`src/hdl/lsu_pkg.sv`:
```
/*
 * Load/store unit shared definitions
 * Data, tag and memory widths plus the opcode and access-size
 * encodings used across the load/store path
 */

`default_nettype none

package lsu_pkg;

    // ======================================================================
    // Datapath widths
    // ======================================================================

    // Register and memory word width
    localparam int XLEN = 32;

    // One strobe bit per byte lane
    localparam int WMASK_WIDTH = XLEN / 8;

    // Instruction tag carried from issue to write-back
    localparam int ITAG_WIDTH = 2;

    // Signed immediate on the issue port
    localparam int OFFSET_WIDTH = 12;

    // ======================================================================
    // Data memory geometry
    // ======================================================================

    // Byte address width, 1 KiB of data memory
    localparam int DTCM_AW = 10;

    // Number of XLEN-wide words
    localparam int DTCM_DEPTH = 256;

    // Word index width, upper address bits above the byte offset
    localparam int DTCM_IDX_W = $clog2(DTCM_DEPTH);

    // ======================================================================
    // Encodings
    // ======================================================================

    // Load/store opcodes seen on the issue port
    typedef enum logic [2:0] {
        LB  = 3'd0,
        LH  = 3'd1,
        LW  = 3'd2,
        LBU = 3'd3,
        LHU = 3'd4,
        SB  = 3'd5,
        SH  = 3'd6,
        SW  = 3'd7
    } lsu_op_e;

    // Access size decoded from the opcode
    typedef enum logic [1:0] {
        SIZE_B = 2'd0,
        SIZE_H = 2'd1,
        SIZE_W = 2'd2
    } lsu_size_e;

endpackage

`default_nettype wire

```
`src/hdl/lsu_ifc.sv`:
```
/*
 * Load/store unit internal channels
 * agu_cmd_if carries decoded accesses from the AGU to the controller,
 * dtcm_if carries memory commands and responses to the data memory
 */

`timescale 1ns/1ps
`default_nettype none

// AGU to controller command channel
interface agu_cmd_if;
    logic                                 valid;
    logic                                 ready;
    logic                                 read;
    logic [lsu_pkg::DTCM_AW-1:0]          addr;
    // Store data already replicated into its lanes
    logic [lsu_pkg::XLEN-1:0]             wdata;
    logic [lsu_pkg::WMASK_WIDTH-1:0]      wmask;
    lsu_pkg::lsu_size_e                   size;
    // Load result is sign extended
    logic                                 sign;
    logic                                 misaligned;
    logic [lsu_pkg::ITAG_WIDTH-1:0]       itag;

    modport src (
        output valid, read, addr, wdata, wmask, size, sign, misaligned, itag,
        input  ready
    );

    modport dst (
        input  valid, read, addr, wdata, wmask, size, sign, misaligned, itag,
        output ready
    );
endinterface

// Controller to data memory channel
interface dtcm_if;
    // Command half
    logic                                 cmd_valid;
    logic                                 cmd_ready;
    logic                                 cmd_read;
    logic [lsu_pkg::DTCM_AW-1:0]          cmd_addr;
    logic [lsu_pkg::XLEN-1:0]             cmd_wdata;
    logic [lsu_pkg::WMASK_WIDTH-1:0]      cmd_wmask;
    // Response half, one per command
    logic                                 rsp_valid;
    logic                                 rsp_ready;
    logic [lsu_pkg::XLEN-1:0]             rsp_rdata;

    modport master (
        output cmd_valid, cmd_read, cmd_addr, cmd_wdata, cmd_wmask, rsp_ready,
        input  cmd_ready, rsp_valid, rsp_rdata
    );

    modport slave (
        input  cmd_valid, cmd_read, cmd_addr, cmd_wdata, cmd_wmask, rsp_ready,
        output cmd_ready, rsp_valid, rsp_rdata
    );
endinterface

`default_nettype wire

```
`src/hdl/lsu_ctrl.sv`:
```
/*
 * Load/store controller
 * Allows one outstanding access, forwards aligned commands to the data
 * memory, holds tag and extension info, returns results on write-back
 */

`timescale 1ns/1ps
`default_nettype none

module lsu_ctrl (
    input  logic                            clk,
    input  logic                            rst,
    agu_cmd_if.dst                          cmd,
    dtcm_if.master                          mem,
    output logic                            wb_valid,
    input  logic                            wb_ready,
    output logic [lsu_pkg::XLEN-1:0]        wb_data,
    output logic [lsu_pkg::ITAG_WIDTH-1:0]  wb_itag,
    output logic                            wb_err
);

    // Stage occupancy, WAIT_ERR means the access never went to memory
    typedef enum logic [1:0] {
        IDLE     = 2'd0,
        WAIT_MEM = 2'd1,
        WAIT_ERR = 2'd2
    } state_e;

    state_e                          state_q;
    logic [lsu_pkg::ITAG_WIDTH-1:0]  itag_q;
    lsu_pkg::lsu_size_e              size_q;
    logic                            sign_q;
    logic [1:0]                      addr_lo_q;
    logic                            read_q;

    logic                            wb_hsk;
    logic                            stage_free;
    logic                            cmd_hsk;
    logic [lsu_pkg::XLEN-1:0]        rdata_shift;

    // ======================================================================
    // Accept and forward
    // ======================================================================

    assign wb_valid   = ((state_q == WAIT_MEM) && mem.rsp_valid) || (state_q == WAIT_ERR);
    assign wb_hsk     = wb_valid && wb_ready;
    // Stage can take a new access when empty or draining this cycle
    assign stage_free = (state_q == IDLE) || wb_hsk;

    // Misaligned accesses only need the stage, not the memory
    assign cmd.ready  = stage_free && (cmd.misaligned || mem.cmd_ready);
    assign cmd_hsk    = cmd.valid && cmd.ready;

    assign mem.cmd_valid = cmd.valid && stage_free && !cmd.misaligned;
    assign mem.cmd_read  = cmd.read;
    assign mem.cmd_addr  = cmd.addr;
    assign mem.cmd_wdata = cmd.wdata;
    assign mem.cmd_wmask = cmd.wmask;
    assign mem.rsp_ready = wb_ready;

    // ======================================================================
    // Tag stage
    // ======================================================================

    always_ff @(posedge clk) begin
        if (rst) begin
            state_q <= IDLE;
        end else if (cmd_hsk) begin
            state_q <= cmd.misaligned ? WAIT_ERR : WAIT_MEM;
        end else if (wb_hsk) begin
            state_q <= IDLE;
        end
    end

    // Access info captured alongside the command
    always_ff @(posedge clk) begin
        if (cmd_hsk) begin
            itag_q    <= cmd.itag;
            size_q    <= cmd.size;
            sign_q    <= cmd.sign;
            addr_lo_q <= cmd.addr[1:0];
            read_q    <= cmd.read;
        end
    end

    // ======================================================================
    // Write-back
    // ======================================================================

    // Bring the addressed lane down to bit 0
    assign rdata_shift = mem.rsp_rdata >> {addr_lo_q, 3'b000};

    always_comb begin
        wb_data = '0;
        // Stores and errors return zero
        if ((state_q == WAIT_MEM) && read_q) begin
            case (size_q)
                lsu_pkg::SIZE_B:
                    wb_data = {{(lsu_pkg::XLEN-8){sign_q & rdata_shift[7]}}, rdata_shift[7:0]};
                lsu_pkg::SIZE_H:
                    wb_data = {{(lsu_pkg::XLEN-16){sign_q & rdata_shift[15]}}, rdata_shift[15:0]};
                default:
                    wb_data = mem.rsp_rdata;
            endcase
        end
    end

    assign wb_itag = itag_q;
    assign wb_err  = (state_q == WAIT_ERR);

    // Memory only answers an access this stage sent
    a_rsp_in_wait: assert property (@(posedge clk) disable iff (rst)
        mem.rsp_valid |-> state_q == WAIT_MEM)
        else $error("memory response without an outstanding access");

    // Write-back held with its payload under back-pressure
    a_wb_hold: assert property (@(posedge clk) disable iff (rst)
        wb_valid && !wb_ready |=> wb_valid && $stable(wb_data) && $stable(wb_itag)
                                 && $stable(wb_err))
        else $error("write-back dropped or changed before wb_ready");

endmodule

`default_nettype wire

```
`src/flat_wrapper.sv`:
```
// flat-port wrapper written by rule: the top's interface ports become plain ports
module lsu_ctrl_flat 
  (clk, rst, wb_valid, wb_ready, wb_data, wb_itag, wb_err, cmd_valid, cmd_read, cmd_addr, cmd_wdata, cmd_wmask, cmd_size, cmd_sign, cmd_misaligned, cmd_itag, cmd_ready, mem_cmd_valid, mem_cmd_read, mem_cmd_addr, mem_cmd_wdata, mem_cmd_wmask, mem_rsp_ready, mem_cmd_ready, mem_rsp_valid, mem_rsp_rdata);
  agu_cmd_if cmd_i ();
  dtcm_if mem_i ();
  input  logic clk;
  input  logic rst;
  output logic wb_valid;
  input  logic wb_ready;
  output logic [lsu_pkg::XLEN-1:0] wb_data;
  output logic [lsu_pkg::ITAG_WIDTH-1:0] wb_itag;
  output logic wb_err;
  input wire logic [$bits(cmd_i.valid)-1:0] cmd_valid;
  input wire logic [$bits(cmd_i.read)-1:0] cmd_read;
  input wire logic [$bits(cmd_i.addr)-1:0] cmd_addr;
  input wire logic [$bits(cmd_i.wdata)-1:0] cmd_wdata;
  input wire logic [$bits(cmd_i.wmask)-1:0] cmd_wmask;
  input wire logic [$bits(cmd_i.size)-1:0] cmd_size;
  input wire logic [$bits(cmd_i.sign)-1:0] cmd_sign;
  input wire logic [$bits(cmd_i.misaligned)-1:0] cmd_misaligned;
  input wire logic [$bits(cmd_i.itag)-1:0] cmd_itag;
  output wire logic [$bits(cmd_i.ready)-1:0] cmd_ready;
  output wire logic [$bits(mem_i.cmd_valid)-1:0] mem_cmd_valid;
  output wire logic [$bits(mem_i.cmd_read)-1:0] mem_cmd_read;
  output wire logic [$bits(mem_i.cmd_addr)-1:0] mem_cmd_addr;
  output wire logic [$bits(mem_i.cmd_wdata)-1:0] mem_cmd_wdata;
  output wire logic [$bits(mem_i.cmd_wmask)-1:0] mem_cmd_wmask;
  output wire logic [$bits(mem_i.rsp_ready)-1:0] mem_rsp_ready;
  input wire logic [$bits(mem_i.cmd_ready)-1:0] mem_cmd_ready;
  input wire logic [$bits(mem_i.rsp_valid)-1:0] mem_rsp_valid;
  input wire logic [$bits(mem_i.rsp_rdata)-1:0] mem_rsp_rdata;
  assign cmd_i.valid = cmd_valid;
  assign cmd_i.read = cmd_read;
  assign cmd_i.addr = cmd_addr;
  assign cmd_i.wdata = cmd_wdata;
  assign cmd_i.wmask = cmd_wmask;
  assign cmd_i.size = cmd_size;
  assign cmd_i.sign = cmd_sign;
  assign cmd_i.misaligned = cmd_misaligned;
  assign cmd_i.itag = cmd_itag;
  assign cmd_ready = cmd_i.ready;
  assign mem_cmd_valid = mem_i.cmd_valid;
  assign mem_cmd_read = mem_i.cmd_read;
  assign mem_cmd_addr = mem_i.cmd_addr;
  assign mem_cmd_wdata = mem_i.cmd_wdata;
  assign mem_cmd_wmask = mem_i.cmd_wmask;
  assign mem_rsp_ready = mem_i.rsp_ready;
  assign mem_i.cmd_ready = mem_cmd_ready;
  assign mem_i.rsp_valid = mem_rsp_valid;
  assign mem_i.rsp_rdata = mem_rsp_rdata;
  lsu_ctrl u_core (.clk(clk), .rst(rst), .cmd(cmd_i), .mem(mem_i), .wb_valid(wb_valid), .wb_ready(wb_ready), .wb_data(wb_data), .wb_itag(wb_itag), .wb_err(wb_err));
endmodule
```
`config.mk`:
```
export PLATFORM = sky130hd
export DESIGN_NAME = lsu_ctrl_flat
export DESIGN_NICKNAME = d
export VERILOG_FILES = /design/src/hdl/lsu_pkg.sv /design/src/hdl/lsu_ifc.sv /design/src/hdl/lsu_ctrl.sv /design/src/flat_wrapper.sv
export SDC_FILE = /design/constraint.sdc
export NUM_CORES = 1
export LEC_CHECK = 0
export BUFFER_PORTS_ARGS = -buffer_cell sky130_fd_sc_hd__buf_2
export CAP_MARGIN = 30
export CORE_ASPECT_RATIO = 0.7
export CORE_MARGIN = 5
export CORE_UTILIZATION = 40
export DETAILED_ROUTE_END_ITERATION = 16
export PLACE_DENSITY = 0.92
export SKIP_LAST_GASP = 1
export SLEW_MARGIN = 10
export SYNTH_ARGS = -nofsm -noshare
export SYNTH_HDL_FRONTEND = slang
export SYNTH_SLANG_ARGS = --single-unit
```
`constraint.sdc`:
```
create_clock -name clk -period 3 [get_ports clk]
set_clock_uncertainty 0.05 [all_clocks]
set_input_delay 0.15 -clock clk [delete_from_list [all_inputs] [get_ports clk]]
set_output_delay 0.15 -clock clk [all_outputs]
set_load 0.1 [all_outputs]
```
# Word-level counts from Yosys, hierarchy flattened
# Index checks and enable logic that the tools add are counted.
[word_totals]
word_cells = 31
ff_bits = 10
input_bits = 91
output_inout_bits = 86
[classes]
bitwise = 2
eq_ne = 3
mux = 5
n_shift = 1
reduce_logical = 14
[ops]
columns = ["op", "n"]
rows = [
  ["$pmux 32 s2", 1],
  ["$mux 32", 1],
  ["$shr 32x5->16", 1],
  ["$logic_and 1x1->1", 7],
  ["$mux 2", 3],
  ["$eq 2x1->1 const B", 2],
  ["$logic_not 2->1", 2],
  ["$logic_or 1x1->1", 3],
  ["$and 1x1->1", 2],
  ["$eq 2x2->1 const B", 1],
  ["$reduce_bool 2->1", 1],
  ["$logic_not 1->1", 1],
]

# Longest topological paths before layout
[depth]
word_depth = 8
mapped_depth = 6
depth_no_buf = 3

# Least setup slack after synthesis
# No wires, ideal clock.
[synth_path]
kind = "flip-flop to output port"
startpoint = "reg u_core.addr_lo_q[0]"
endpoint = "out wb_data[15] in the netlist's numbering"
arrival_time_ps = 3197
path_buffers = 2
path_slack_ps = -397
required_time_ps = 2800
path_stages_with_launch = 6
path_cell_list = "edfxtp_1 -> buf_2 -> inv_1 -> buf_2 -> a221oi_1 -> o31ai_1"
[synth_via]
elab_chain_len = 4
[synth_lines]
columns = ["element", "line", "source"]
rows = [
  ["from (decl)", "lsu_ctrl.sv:33", "logic [1:0] addr_lo_q;"],
  ["from (signal assigned)", "lsu_ctrl.sv:81", "addr_lo_q <= cmd.addr[1:0];"],
  ["$shr 32x5->16 (*)", "lsu_ctrl.sv:91", "assign rdata_shift = mem.rsp_rdata >> {addr_lo_q, 3'b000};"],
  ["$and 1x1->1", "lsu_ctrl.sv:99", "wb_data = {{(lsu_pkg::XLEN-8){sign_q & rdata_shift[7]}}, rdata_shift[7:0]};"],
  ["$pmux 32 s2 (*)", "lsu_ctrl.sv:97", "case (size_q)"],
  ["$mux 32 (*)", "lsu_ctrl.sv:96", "if ((state_q == WAIT_MEM) && read_q) begin"],
  ["to (decl)", "flat_wrapper.sv:10", "output logic [lsu_pkg::XLEN-1:0] wb_data;"],
]
# Mark *: on every way between the ends. The rest lies on a longest branch, timed or not.

# Worst setup path in the final report
[layout_path]
startpoint = "reg u_core.addr_lo_q[1]"
endpoint = "out wb_data[20] in the netlist's numbering"
[layout_via]
elab_chain_len = 4
elab_cells_between_ends = 5
classes_between = "shift: 1; mux: 2; bitwise: 2"
[layout_lines]
columns = ["element", "line"]
rows = [
  ["$shr 32x5->16 (*)", "lsu_ctrl.sv:91"],
  ["$and 1x1->1, on equally long branches", "lsu_ctrl.sv:101, lsu_ctrl.sv:99"],
  ["$pmux 32 s2 (*)", "lsu_ctrl.sv:97"],
  ["$mux 32 (*)", "lsu_ctrl.sv:96"],
]
# Marked as above.

==> impl_metrics.env <==
export IMPL_synth_xor_area_share=0.00488
export IMPL_final_util=0.475
export IMPL_initial_core_util=0.414
export IMPL_fillCellCount=416
export IMPL_worst_slack_ns=0.230
export IMPL_track_usage=0.164
export IMPL_postCtsSetupBuffers=0
export IMPL_io_pins=177
export IMPL_post_cts_resized=0
export IMPL_layout_common_cells="buf_2, a21oi_1, and2_1"
export IMPL_seqPwrFrac=0.281
export IMPL_instances_no_fill=305
export IMPL_fmax_ghz=0.361
export IMPL_maxCapViolCount=0
export IMPL_dp_cells=301
export IMPL_dp_hpwl_um=4400
export IMPL_design_die_area_um2=5940
export IMPL_grt_pass1_vias=1609
export IMPL_wire_per_inst_um=17.8
export IMPL_pwr_share_comb=0.492
export IMPL_drive_gt1_frac=0.460
export IMPL_internal_power_mw=0.349
export IMPL_crit_fanout=16
export IMPL_synth_main_ff_cell="edfxtp_1"
export IMPL_finalNetCount=342
export IMPL_use_met1=0.224
export IMPL_overflow=0
export IMPL_critPathLaunchType="register"
export IMPL_stdcell_area_um2=2060
export IMPL_drt_iter0_markers=137
export IMPL_dr_total_vias=1780
export IMPL_slew_headroom=0.509
export IMPL_p_leak_nw=0.935
export IMPL_synthMuxAreaShare=0.0830
export IMPL_crit_path_end_kind="primary output"
export IMPL_viasPerCell=5.84
export IMPL_synth_simple_area_share=0.193
export IMPL_n_antenna_cell=0
export IMPL_wl_um=5420
export IMPL_yosys_area_share_adder=0
export IMPL_outcome="finished, final reports clean"
export IMPL_netlist_area_um2=1790
export IMPL_pre_cts_ws_ns=0.535
export IMPL_gp_congestion=0.925
export IMPL_ctsHoldBuffers=0
export IMPL_grtUsageMet2=0.257
export IMPL_synth_area_per_cell_um2=8.04
export IMPL_row_count=20
export IMPL_cts_buffers=3
export IMPL_synth_compound_area_share=0.297
export IMPL_power_switching_share=0.441
export IMPL_final_min_clock_period_ns=2.77
export IMPL_coreArea_um2=4330
export IMPL_critPathKind="reg2out"
export IMPL_hp_class="in2reg"
export IMPL_hold_viol=0
export IMPL_numClockSinks=10
export IMPL_worstPathRequired_ns=2.80
export IMPL_fp_dieW_um=90.0
export IMPL_use_met3=0.0603
export IMPL_power_mw=0.625
export IMPL_htreeDepth=1
export IMPL_setup_violations=0
export IMPL_die_y_um=66.0
export IMPL_min_period_over_period=0.923
export IMPL_power_density_nw_per_um2=304
export IMPL_grt_busiest_layer="met2"
export IMPL_slew_viol_final=0
export IMPL_insertion_delay_ns=0.23
export IMPL_multi_input_comb_area_um2=1080
export IMPL_yosysWarnings=0
export IMPL_final_common_cell="buf_2"
export IMPL_drc=0
export IMPL_io_buffers=88
export IMPL_synth_distinct_cells=40
export IMPL_syn_to_final_growth_pct=14.7
export IMPL_tns_ns=0
export IMPL_ir_worst_vdd_mv=0.482
export IMPL_grt_max_degree=25
export IMPL_async_reset_ff_frac=0
export IMPL_timing_hold_ws_ns=0.0373
export IMPL_synth_top_family_by_area="compound AO/OA/AOI/OAI gates"
export IMPL_rsz0062_at_grt="false"
export IMPL_crit_arrival_ns=2.57
export IMPL_power_frac_clock=0.227
export IMPL_clockRootBuffer="clkbuf_8"
export IMPL_worst_pin_slew_ns=0.737
export IMPL_synth_edff_count=8
export IMPL_grt_first_pass_wirelength_um=8090
export IMPL_synthCells=223
export IMPL_antenna_found_initial=0
export IMPL_path_clk_slew_ns=0.05
export IMPL_drtAntennaViolNets=0
export IMPL_register_area_um2=280
export IMPL_cts_max_path_buffers=2
export IMPL_p_switching_mw=0.276
export IMPL_first_pass_iters=4
export IMPL_syn_nets=314
export IMPL_postPlaceCellArea_um2=2010
export IMPL_seq_area_frac_synth=0.156
export IMPL_cts_tree="yes"
export IMPL_ys_ff_latch=10
## path summary, 6_finish.rpt
path / to / slack, ns / from / cells past startpoint
worst min-delay path: u_core.state_q[1] / 0.04 / rst / 2
worst max-delay path: wb_data[20] / 0.23 / u_core.addr_lo_q[1] / 4
worst min register to register: u_core.state_q[1] / 0.48 / u_core.state_q[1] / 2
worst max register to register: u_core.addr_lo_q[1] / 1.53 / u_core.state_q[1] / 3
## power groups by stage
stage          clock (mW)  sequential [mW]  combinational [mW]
2_1_floorplan           0            0.181               0.505
5_1_grt             0.150            0.177               0.325
6_report            0.142            0.176               0.307
3_3_place_gp            0            0.177               0.300
4_1_cts             0.144            0.175               0.305
3_5_place_dp            0            0.178               0.304
## layer usage
metal	part of all wire	routed length, um	vias to the layer above
met5	0	0	-
met4	0.0078	42	0
met3	0.11	576	14
met2	0.45	2450	100
met1	0.43	2350	830
li1	-	-	836
## synthesized netlist by cell type, types with 2 or more instances
cell      instances  area share
o21ai_1           2      0.0056
o21ai_0          16       0.045
buf_6             2       0.013
edfxtp_1          8        0.13
buf_2             9       0.025
nor3_1           16       0.045
mux2_4            7       0.059
o31ai_1           8       0.033
buf_4            50        0.21
nand2b_1          2      0.0070
and2_1           17       0.059
nand3b_1          3       0.013
nor2b_1           5       0.017
o22a_1            7       0.034
a221oi_1          8       0.039
clkbuf_1          5       0.010
o221a_1           7       0.044
dfxtp_1           2       0.022
inv_1             3      0.0063
nor2_1            2      0.0042
a21oi_1          25       0.070
## flip-flops by register name, summed over array words and instances, names as in the netlist
register          count
u_core.addr_lo_q      2
u_core.size_q         2
u_core.state_q        2
u_core.read_q         1
u_core.wb_itag        2
u_core.sign_q         1
## cell families (layout without fill, tap and decap cells)
group | after synthesis | count (layout)
mux | 10 | 10
compound gates | 78 | 78
buf+inv | 70 | 97
xor+xnor | 1 | 1
simple gates | 54 | 54
flops | 10 | 10
## layout make-up
cell class                      instances  area share
Tap cell                               55      0.0335
Sequential cell                        10       0.136
Clock buffer                            4      0.0219
Timing Repair Buffer                   90       0.280
Multi-Input combinational cell        143       0.523
Inverter                                3     0.00547
## worst max-delay path: stages, from the launching register on
cell and delay (ns):
edfxtp_1 0.78, mux2_2 0.43, a21oi_2 0.56, a21oi_1 0.20, buf_2 0.35
Power figures use the tool's default switching activity.
