`src/hdl/lsu_pkg.sv`:
```
/*
 * Load/store unit shared definitions
 * Data, tag and memory widths plus the opcode and access-size
 * encodings used across the load/store path
 */

`default_nettype none

package lsu_pkg;

    // ======================================================================
    // Datapath widths
    // ======================================================================

    // Register and memory word width
    localparam int XLEN = 32;

    // One strobe bit per byte lane
    localparam int WMASK_WIDTH = XLEN / 8;

    // Instruction tag carried from issue to write-back
    localparam int ITAG_WIDTH = 2;

    // Signed immediate on the issue port
    localparam int OFFSET_WIDTH = 12;

    // ======================================================================
    // Data memory geometry
    // ======================================================================

    // Byte address width, 1 KiB of data memory
    localparam int DTCM_AW = 10;

    // Number of XLEN-wide words
    localparam int DTCM_DEPTH = 256;

    // Word index width, upper address bits above the byte offset
    localparam int DTCM_IDX_W = $clog2(DTCM_DEPTH);

    // ======================================================================
    // Encodings
    // ======================================================================

    // Load/store opcodes seen on the issue port
    typedef enum logic [2:0] {
        LB  = 3'd0,
        LH  = 3'd1,
        LW  = 3'd2,
        LBU = 3'd3,
        LHU = 3'd4,
        SB  = 3'd5,
        SH  = 3'd6,
        SW  = 3'd7
    } lsu_op_e;

    // Access size decoded from the opcode
    typedef enum logic [1:0] {
        SIZE_B = 2'd0,
        SIZE_H = 2'd1,
        SIZE_W = 2'd2
    } lsu_size_e;

endpackage

`default_nettype wire

```
`src/hdl/lsu_ifc.sv`:
```
/*
 * Load/store unit internal channels
 * agu_cmd_if carries decoded accesses from the AGU to the controller,
 * dtcm_if carries memory commands and responses to the data memory
 */

`timescale 1ns/1ps
`default_nettype none

// AGU to controller command channel
interface agu_cmd_if;
    logic                                 valid;
    logic                                 ready;
    logic                                 read;
    logic [lsu_pkg::DTCM_AW-1:0]          addr;
    // Store data already replicated into its lanes
    logic [lsu_pkg::XLEN-1:0]             wdata;
    logic [lsu_pkg::WMASK_WIDTH-1:0]      wmask;
    lsu_pkg::lsu_size_e                   size;
    // Load result is sign extended
    logic                                 sign;
    logic                                 misaligned;
    logic [lsu_pkg::ITAG_WIDTH-1:0]       itag;

    modport src (
        output valid, read, addr, wdata, wmask, size, sign, misaligned, itag,
        input  ready
    );

    modport dst (
        input  valid, read, addr, wdata, wmask, size, sign, misaligned, itag,
        output ready
    );
endinterface


`default_nettype wire

```
`src/hdl/agu.sv`:
```
/*
 * Address generation unit
 * Forms the byte address from base plus offset, decodes the opcode,
 * builds byte strobes and lane-aligned store data, flags misalignment
 */

`timescale 1ns/1ps
`default_nettype none

module agu (
    input  logic                               clk,
    input  logic                               rst,
    input  logic                               issue_valid,
    output logic                               issue_ready,
    input  lsu_pkg::lsu_op_e                   issue_op,
    input  logic [lsu_pkg::XLEN-1:0]           issue_base,
    input  logic [lsu_pkg::OFFSET_WIDTH-1:0]   issue_offset,
    input  logic [lsu_pkg::XLEN-1:0]           issue_wdata,
    input  logic [lsu_pkg::ITAG_WIDTH-1:0]     issue_itag,
    agu_cmd_if.src                             cmd
);

    logic [lsu_pkg::XLEN-1:0]    offset_sext;
    logic [lsu_pkg::XLEN-1:0]    eff_addr;
    logic [lsu_pkg::DTCM_AW-1:0] addr;
    lsu_pkg::lsu_size_e          size;
    logic                        read;
    logic                        sign;

    // ======================================================================
    // Address
    // ======================================================================

    assign offset_sext = {{(lsu_pkg::XLEN - lsu_pkg::OFFSET_WIDTH){issue_offset[lsu_pkg::OFFSET_WIDTH-1]}},
                          issue_offset};
    assign eff_addr    = issue_base + offset_sext;
    // Upper bits dropped, address wraps within the memory window
    assign addr        = eff_addr[lsu_pkg::DTCM_AW-1:0];

    // ======================================================================
    // Opcode decode
    // ======================================================================

    always_comb begin
        read = 1'b1;
        sign = 1'b0;
        size = lsu_pkg::SIZE_W;
        case (issue_op)
            lsu_pkg::LB: begin
                size = lsu_pkg::SIZE_B;
                sign = 1'b1;
            end
            lsu_pkg::LH: begin
                size = lsu_pkg::SIZE_H;
                sign = 1'b1;
            end
            lsu_pkg::LBU: size = lsu_pkg::SIZE_B;
            lsu_pkg::LHU: size = lsu_pkg::SIZE_H;
            lsu_pkg::SB: begin
                size = lsu_pkg::SIZE_B;
                read = 1'b0;
            end
            lsu_pkg::SH: begin
                size = lsu_pkg::SIZE_H;
                read = 1'b0;
            end
            lsu_pkg::SW: read = 1'b0;
            default: size = lsu_pkg::SIZE_W;
        endcase
    end

    // ======================================================================
    // Strobes, store lanes and misalignment
    // ======================================================================

    always_comb begin
        case (size)
            lsu_pkg::SIZE_B: begin
                cmd.wmask = lsu_pkg::WMASK_WIDTH'(4'b0001 << addr[1:0]);
                // Byte copied into all four lanes
                cmd.wdata = {4{issue_wdata[7:0]}};
            end
            lsu_pkg::SIZE_H: begin
                cmd.wmask = lsu_pkg::WMASK_WIDTH'(4'b0011 << {addr[1], 1'b0});
                cmd.wdata = {2{issue_wdata[15:0]}};
            end
            default: begin
                cmd.wmask = 4'b1111;
                cmd.wdata = issue_wdata;
            end
        endcase
    end

    // Halfword needs an even address, word needs a multiple of four
    assign cmd.misaligned = ((size == lsu_pkg::SIZE_H) && addr[0]) ||
                            ((size == lsu_pkg::SIZE_W) && (addr[1:0] != 2'b00));

    assign cmd.valid = issue_valid;
    assign cmd.read  = read;
    assign cmd.addr  = addr;
    assign cmd.size  = size;
    assign cmd.sign  = sign;
    assign cmd.itag  = issue_itag;

    // Issue handshake is the command handshake
    assign issue_ready = cmd.ready;

    // Issuer keeps the request and its opcode until accepted
    a_issue_hold: assert property (@(posedge clk) disable iff (rst)
        issue_valid && !issue_ready |=> issue_valid && $stable(issue_op) && $stable(issue_itag))
        else $error("issue request changed before it was accepted");

endmodule

`default_nettype wire

```
`src/flat_wrapper.sv`:
```
// flat-port wrapper written by rule: the top's interface ports become plain ports
module agu_flat 
  (clk, rst, issue_valid, issue_ready, issue_op, issue_base, issue_offset, issue_wdata, issue_itag, cmd_valid, cmd_read, cmd_addr, cmd_wdata, cmd_wmask, cmd_size, cmd_sign, cmd_misaligned, cmd_itag, cmd_ready);
  agu_cmd_if cmd_i ();
  input  logic clk;
  input  logic rst;
  input  logic issue_valid;
  output logic issue_ready;
  input  lsu_pkg::lsu_op_e issue_op;
  input  logic [lsu_pkg::XLEN-1:0] issue_base;
  input  logic [lsu_pkg::OFFSET_WIDTH-1:0] issue_offset;
  input  logic [lsu_pkg::XLEN-1:0] issue_wdata;
  input  logic [lsu_pkg::ITAG_WIDTH-1:0] issue_itag;
  output wire logic [$bits(cmd_i.valid)-1:0] cmd_valid;
  output wire logic [$bits(cmd_i.read)-1:0] cmd_read;
  output wire logic [$bits(cmd_i.addr)-1:0] cmd_addr;
  output wire logic [$bits(cmd_i.wdata)-1:0] cmd_wdata;
  output wire logic [$bits(cmd_i.wmask)-1:0] cmd_wmask;
  output wire logic [$bits(cmd_i.size)-1:0] cmd_size;
  output wire logic [$bits(cmd_i.sign)-1:0] cmd_sign;
  output wire logic [$bits(cmd_i.misaligned)-1:0] cmd_misaligned;
  output wire logic [$bits(cmd_i.itag)-1:0] cmd_itag;
  input wire logic [$bits(cmd_i.ready)-1:0] cmd_ready;
  assign cmd_valid = cmd_i.valid;
  assign cmd_read = cmd_i.read;
  assign cmd_addr = cmd_i.addr;
  assign cmd_wdata = cmd_i.wdata;
  assign cmd_wmask = cmd_i.wmask;
  assign cmd_size = cmd_i.size;
  assign cmd_sign = cmd_i.sign;
  assign cmd_misaligned = cmd_i.misaligned;
  assign cmd_itag = cmd_i.itag;
  assign cmd_i.ready = cmd_ready;
  agu u_core (.clk(clk), .rst(rst), .issue_valid(issue_valid), .issue_ready(issue_ready), .issue_op(issue_op), .issue_base(issue_base), .issue_offset(issue_offset), .issue_wdata(issue_wdata), .issue_itag(issue_itag), .cmd(cmd_i));
endmodule
```
`config.mk`:
```
export PLATFORM = sky130hd
export DESIGN_NAME = agu_flat
export DESIGN_NICKNAME = d
export VERILOG_FILES = /design/src/hdl/lsu_pkg.sv /design/src/hdl/lsu_ifc.sv /design/src/hdl/agu.sv /design/src/flat_wrapper.sv
export SDC_FILE = /design/constraint.sdc
export NUM_CORES = 1
export LEC_CHECK = 0
export BUFFER_PORTS_ARGS = -buffer_cell sky130_fd_sc_hd__buf_2
export CORE_ASPECT_RATIO = 0.5
export CORE_MARGIN = 2
export CORE_UTILIZATION = 35
export DETAILED_ROUTE_END_ITERATION = 10
export PLACE_DENSITY_LB_ADDON = 0.15
export SYNTH_ARGS = -nofsm -noshare
export SYNTH_HDL_FRONTEND = slang
export SYNTH_SLANG_ARGS = --single-unit
export TNS_END_PERCENT = 10
```
`constraint.sdc`:
```
create_clock -name vclk -period 3.5
set_clock_uncertainty 0.15 [all_clocks]
set_input_delay 0.7 -clock vclk [all_inputs]
set_output_delay 0.7 -clock vclk [all_outputs]
set_load 0.05 [all_outputs]
```
== After elaboration in Yosys (flattened, before gate mapping) ==
Index checks and enable logic that the tools add are counted.
Storage, ports and cells
  register bits after elaboration: 0
  output and inout bits: 55
  word-level logic and storage cells: 26
Cells by class
  add/subtract/negate cells: 1
  equal/unequal tests: 8
  shift operators: 2
  muxes and demuxes: 5
  reduce and logical (&&, ||, !) cells: 10
Operator list (count)
  case mux 32 bit (2 select lines): 1
  == test 3 bit (second input constant): 4
  adder 10 bit: 1
  OR reduction 3 bit: 3
  case mux 4 bit (2 select lines): 1
  case mux 2 bit (2 select lines): 1
  << shifter 1 x 2 -> 4 bit (first input constant): 1
  << shifter 2 x 2 -> 4 bit (first input constant): 1
  == test 3 x 1 -> 1 bit (second input constant): 1
  == test 3 x 2 -> 1 bit (second input constant): 1
  zero test 3 bit: 1
  == test 2 x 1 -> 1 bit (second input constant): 1
  == test 2 bit (second input constant): 1
  logical AND 1 bit: 2
  zero test 2 bit: 1
  two-way mux 1 bit: 2
  nonzero test 2 bit: 1
  OR reduction 2 bit: 1
  logical OR 1 bit: 1

== Longest topological paths before layout ==
Gate-level depths: netlist of the first run.
  depth after elaboration: 6
  depth in mapped cells: 6
  depth with buffers taken out: 6

== Worst setup path after synthesis of the first run ==
Ideal clock, no wire load.
  kind: input -> output
  from: input issue_base[0] (netlist name)
  to: output cmd_wmask[2]
  arrival: 2.997 ns
  required time: 2.650 ns
  path slack: -0.347 ns
  stages on the path: 4
  buffers on the path: 0
  path through: ha_1 > fa_1 > inv_1 > o21ai_0
On the way
  word-level cells in the longest chain between the ends: 3
Ends and longest elaborated chain
  start: declaration: line flat_wrapper.sv:10  | input logic [lsu_pkg::XLEN-1:0] issue_base;
  adder 10 bit (*): line agu.sv:36  | assign eff_addr = issue_base + offset_sext;
  named net cmd_addr[1]: line flat_wrapper.sv:16  | output wire logic [$bits(cmd_i.addr)-1:0] cmd_addr;
  << shifter 2 x 2 -> 4 bit / << shifter 1 x 2 -> 4 bit (equally long branches): line agu.sv:84, agu.sv:79
  case mux 4 bit (2 select lines) (*): line agu.sv:77  | case (size)
  end: declaration: line flat_wrapper.sv:18  | output wire logic [$bits(cmd_i.wmask)-1:0] cmd_wmask;
Mark *: on every way through the listed nets, which the timed path passes. The rest lies on a longest branch.

== Worst setup path after layout of the first run ==
  from: input issue_base[0] (netlist name)
  to: output cmd_addr[8]
On the way
  word-level cells in the longest chain between the ends: 1
Ends and longest elaborated chain (line)
  adder 10 bit: agu.sv:36
  end: declaration: flat_wrapper.sv:16
Every way passes these cells.

==> impl_metrics.toml, run 1 <==
[outcome]
status = "finished, final reports clean"

[setup_path]
cp-start-kind = "input port"
end_kind = "output port"
crit_end = "cmd_addr[8]"
criticalPathCategory = "input port to output port"
cp_slowest_cell = "fa_1"
crit_path_start = "issue_base[0]"
path_cells = "buf_2 > ha_1 > fa_1 > a21oi_1 > o2111ai_1 > a31oi_1 > xnor2_1 > buf_2"
critical_path_buf_inv_count = 2
required_ns = 2.65
cp_top_family = "compound AO/OA/AOI/OAI gates"
worst-path-stages = 8
cp_slowest_stage_delay_ns = 0.40
cp_common_cell = "buf_2"
arrival_ns = 2.49
critPathMaxFanout = 3

[cells_and_area]
clkbuf_count = 0
final_common_cell = "buf_2"
design.seq.count = 0
diodes = 0
drive_gt1_frac = 0.586
finalInstanceArea_sq_mm = 0.00152
layout_common_cells = "buf_2, nor2_1, mux2_2"
ff_latch_area_sq_um = 0
fin_nets = 317
synthToLayoutAreaGrowth_pct = 43.2
fillers = 304

[routing]
drt_iter0_drc = 21
wire_per_inst_microns = 11.0
wl_microns = 2860
drc = 0
ant_nets = 0
vias_per_cell = 4.77
dr.pass1.iters = 4
dr_total_vias = 1240

[sta]
whs_ns = 1.25
fmax_mhz = 299
fin_ws_ns = 0.158
rsz0062_at_grt = "false"
timing.final.hold_violations = 0
slew_viol_final = 0
finalSetupViolCount = 0
worst_pin_slew_ns = 0.618
post-route-period-util = 0.955
slew_headroom = 0.587
fin_crit_ns = 3.34

[power]
swShare = 0.713
p_int_mw = 0.148
p_leak_nw = 0.863
comb_power_share = 1.000
max-vdd-ir-drop_mv = 0.154
share_seq_of_total_power = 0
p_clk_frac = 0
power_density_mw_per_mm2 = 338
switching_power_mw = 0.367

[floorplan]
fp.coreArea_sq_mm = 0.00294
die_area_sq_mm = 0.00352
start_util = 0.361
rows = 14
die_w_microns = 82.0
ioPinCount = 140
die_h_microns = 43.0

[min_path]
hp-class = "input port to output port"

[synthesis]
synth_cells = 129
synth_area_per_cell_sq_um = 8.24
synth.distinct_cells = 38
synthesis.nets = 224
seq_area_frac_synth = 0
yosys_warnings = 0
synth_area_sq_mm = 0.00106

[global_routing]
grt_pass1_vias = 998
grt_max_degree = 14
grt.busiest_layer = "met2"
gr-usage-met2 = 0.263
grt-ovfl-total = 0
grt_pass1_wl_microns = 4450
grtUsageTotal = 0.150
met3_usage = 0.00213
antenna_found_initial = 0
met1_usage = 0.216

[place]
io_buffers = 106
post-dp-hpwl_microns = 2400
gp_congestion = 0.665
placed_area_sq_mm = 0.00152
preCtsSetupSlack_ns = 0.175

[clock_network]
cts_resized = 0
post_cts_buffers = 0
hold_buffers = 0

[flow_run]
maxCapViolations = 0
[layer usage]
layer	part of all wire	wire length, microns
met1	0.44	1260
met4	0	0
met5	0	0
met2	0.49	1410
met3	0.066	188
[worst min path at each step]
stage,end,cells past startpoint,startpoint,slack (ns)
4_1_cts,cmd_itag[1],0,issue_itag[1],1.25
5_1_grt,cmd_itag[0],0,issue_itag[0],1.25
2_1_floorplan,cmd_sign,1,issue_op[2],1.35
6_report,cmd_itag[0],0,issue_itag[0],1.25
3_3_place_gp,cmd_itag[1],0,issue_itag[1],1.25
3_5_place_dp,cmd_itag[1],0,issue_itag[1],1.25
[layout make-up]
class / instances / area, sq um / share of cell area
Inverter: 5 / 18.8 / 0.0123
Multi-Input combinational cell: 108 / 916 / 0.601
Tap cell: 40 / 50.0 / 0.0329
Timing Repair Buffer: 107 / 538 / 0.353
[through the flow]
stage               cells  utilization  TNS [ns]  total power [mW]
floorplan             129            -     -1.27             0.423
global placement      260        0.517         0             0.515
global route          260        0.517         0             0.545
detailed placement    260        0.517         0             0.517
CTS                   260        0.517         0             0.519
finish                260        0.517         0             0.515
[cell usage after synthesis]
cell / instances / area [sq um]
buf_4: 13 / 97.6
xnor2_1: 6 / 52.6
mux2_1: 2 / 22.5
o2111ai_1: 1 / 8.76
o211a_1: 1 / 10.0
o21a_1: 1 / 7.51
a21o_1: 2 / 15.0
a21oi_1: 5 / 25.0
ha_1: 9 / 113
a31oi_1: 1 / 6.26
o21ai_0: 5 / 25.0
xor2_2: 1 / 16.3
a2111oi_4: 1 / 27.5
buf_6: 1 / 11.3
o211ai_1: 2 / 15.0
buf_8: 1 / 15.0
nor3_1: 3 / 15.0
fa_1: 1 / 20.0
nor2_2: 1 / 6.26
a211oi_1: 1 / 7.51
o21ai_2: 1 / 8.76
inv_2: 1 / 3.75
mux2_2: 10 / 113
mux2i_1: 8 / 80.1
nor2_1: 15 / 56.3
nand2_1: 5 / 18.8
and3_1: 2 / 12.5
mux2_4: 5 / 75.1
or3_1: 1 / 6.26
a221o_1: 8 / 80.1
nand2_4: 1 / 11.3
inv_1: 4 / 15.0
and2_1: 1 / 6.26
o31ai_1: 1 / 7.51
nand3_1: 3 / 15.0
xor2_1: 3 / 26.3
buf_2: 1 / 5.00
or2_2: 1 / 6.26
[power by group through the flow]
stage	clock (mW)	sequential (mW)	combinational [mW]
CTS	0	0	0.519
global placement	0	0	0.515
floorplan	0	0	0.423
global route	0	0	0.545
finish	0	0	0.515
detailed placement	0	0	0.517
[logic make-up (layout without fill, tap and decap cells)]
logic type / after synthesis / count (layout) / synth area share
xor gates and xnor gates: 10 / 10 / 0.0894
buffers and inverters: 21 / 112 / 0.139
and+or+nand+nor: 33 / 33 / 0.145
AOI/OAI and AO/OA: 30 / 30 / 0.229
muxes: 25 / 25 / 0.273
adders and majority gates: 10 / 10 / 0.125
No activity file was read; power rests on OpenSTA's default activity.
==> run 2: changes to the inputs <==
- BUFFER_PORTS_ARGS: -buffer_cell sky130_fd_sc_hd__buf_2 -> -buffer_cell sky130_fd_sc_hd__buf_4
- CORE_UTILIZATION: 35 -> 36
==> impl_metrics.toml, run 2 (synthesis results as in run 1) <==
[floorplan]
ioPinCount = 140
die_area_sq_mm = 0.00343
die_w_microns = 80.9
start_util = 0.394
rows = 13
fp.coreArea_sq_mm = 0.00270
die_h_microns = 42.4

[cells_and_area]
fin_nets = 317
clkbuf_count = 0
design.seq.count = 0
ff_latch_area_sq_um = 0
drive_gt1_frac = 0.586
layout_common_cells = "buf_4, nor2_1, mux2_2"
synthToLayoutAreaGrowth_pct = 67.8
diodes = 0
final_common_cell = "buf_4"

[global_routing]
antenna_found_initial = 0
grtUsageTotal = 0.170
grt_pass1_vias = 1136
grt_max_degree = 14
grt-ovfl-total = 0
grt_pass1_wl_microns = 4910

[setup_path]
cp-start-kind = "input port"
cp_slowest_stage_delay_ns = 0.40
required_ns = 2.65
cp_common_cell = "buf_4"
cp_slowest_cell = "fa_1"
end_kind = "output port"
path_cells = "buf_4 > ha_1 > fa_1 > a21oi_1 > o2111ai_1 > a31oi_1 > xnor2_1 > buf_4"
cp_top_family = "compound AO/OA/AOI/OAI gates"
criticalPathCategory = "input port to output port"
critical_path_buf_inv_count = 2
arrival_ns = 2.46
critPathMaxFanout = 3

[min_path]
min_to = "cmd_itag[0]"
hold_depth = 0
hold_start = "issue_itag[0]"
hp-class = "input port to output port"

[sta]
tns_ns = 0
whs_ns = 1.25
slew_headroom = 0.624
worst_pin_slew_ns = 0.562
finalSetupViolCount = 0
timing.final.hold_violations = 0
fin_ws_ns = 0.189
post-route-period-util = 0.946
fin_crit_ns = 3.31
fmax_mhz = 302
rsz0062_at_grt = "false"
slew_viol_final = 0

[routing]
drc = 0
wl_microns = 3100
drt_iter0_drc = 36
dr_total_vias = 1270
vias_per_cell = 4.94
dr.pass1.iters = 4
wire_per_inst_microns = 12.1
ant_nets = 0

[place]
gp_congestion = 0.739
io_buffers = 106
post-dp-hpwl_microns = 2610
preCtsSetupSlack_ns = 0.165

[power]
max-vdd-ir-drop_mv = 0.173
power_density_mw_per_mm2 = 324
p_leak_nw = 0.952

[flow_run]
maxCapViolations = 0

[outcome]
status = "finished, final reports clean"

[clock_network]
post_cts_buffers = 0
hold_buffers = 0
cts_resized = 0
==> run 2: report_power, final <==
part           switching, mW  internal, mW  leakage (nW)
Combinational          0.373         0.206         0.952
Clock                      0             0             0
Sequential                 0             0             0
Total                  0.373         0.206         0.952
==> run 2: per-layer routing <==
layer,global-route usage,vias to the layer above,share of wire
met1,0.208,567,0.40
met5,0,-,0
met4,0.0102,0,0.0061
li1,-,653,-
met3,0.00862,2,0.077
met2,0.337,48,0.52
==> run 2: through the flow <==
| stage | std cells | utilization | power (mW) | instance area [sq um] |
|---|---|---|---|---|
| after CTS | 257 | 0.661 | 0.582 | 1780 |
| after detailed placement | 257 | 0.661 | 0.580 | 1780 |
| after global placement | 257 | 0.661 | 0.576 | 1780 |
| final | 257 | 0.661 | 0.579 | 1780 |
| after global routing | 257 | 0.661 | 0.608 | 1780 |
| after floorplan | 129 | - | 0.423 | 1060 |
==> run 2: layout make-up <==
| cell class | instances | area, sq um |
|---|---|---|
| inverters | 5 | 18.8 |
| fillers | 242 | 916 |
| repair buffers | 107 | 803 |
| multi-input cells | 108 | 916 |
| well taps | 37 | 46.3 |
==> run 2: how the worst max path moves through the flow <==
stage,from,slack (ns),endpoint,cells past startpoint
6_report,issue_base[0],0.19,cmd_addr[8],8
5_1_grt,issue_base[0],0.10,cmd_addr[8],8
4_1_cts,issue_base[0],0.16,cmd_addr[8],8
3_5_place_dp,issue_base[0],0.16,cmd_addr[8],8
3_3_place_gp,issue_base[0],0.22,cmd_addr[8],8
2_1_floorplan,issue_base[0],-0.35,cmd_wmask[2],4
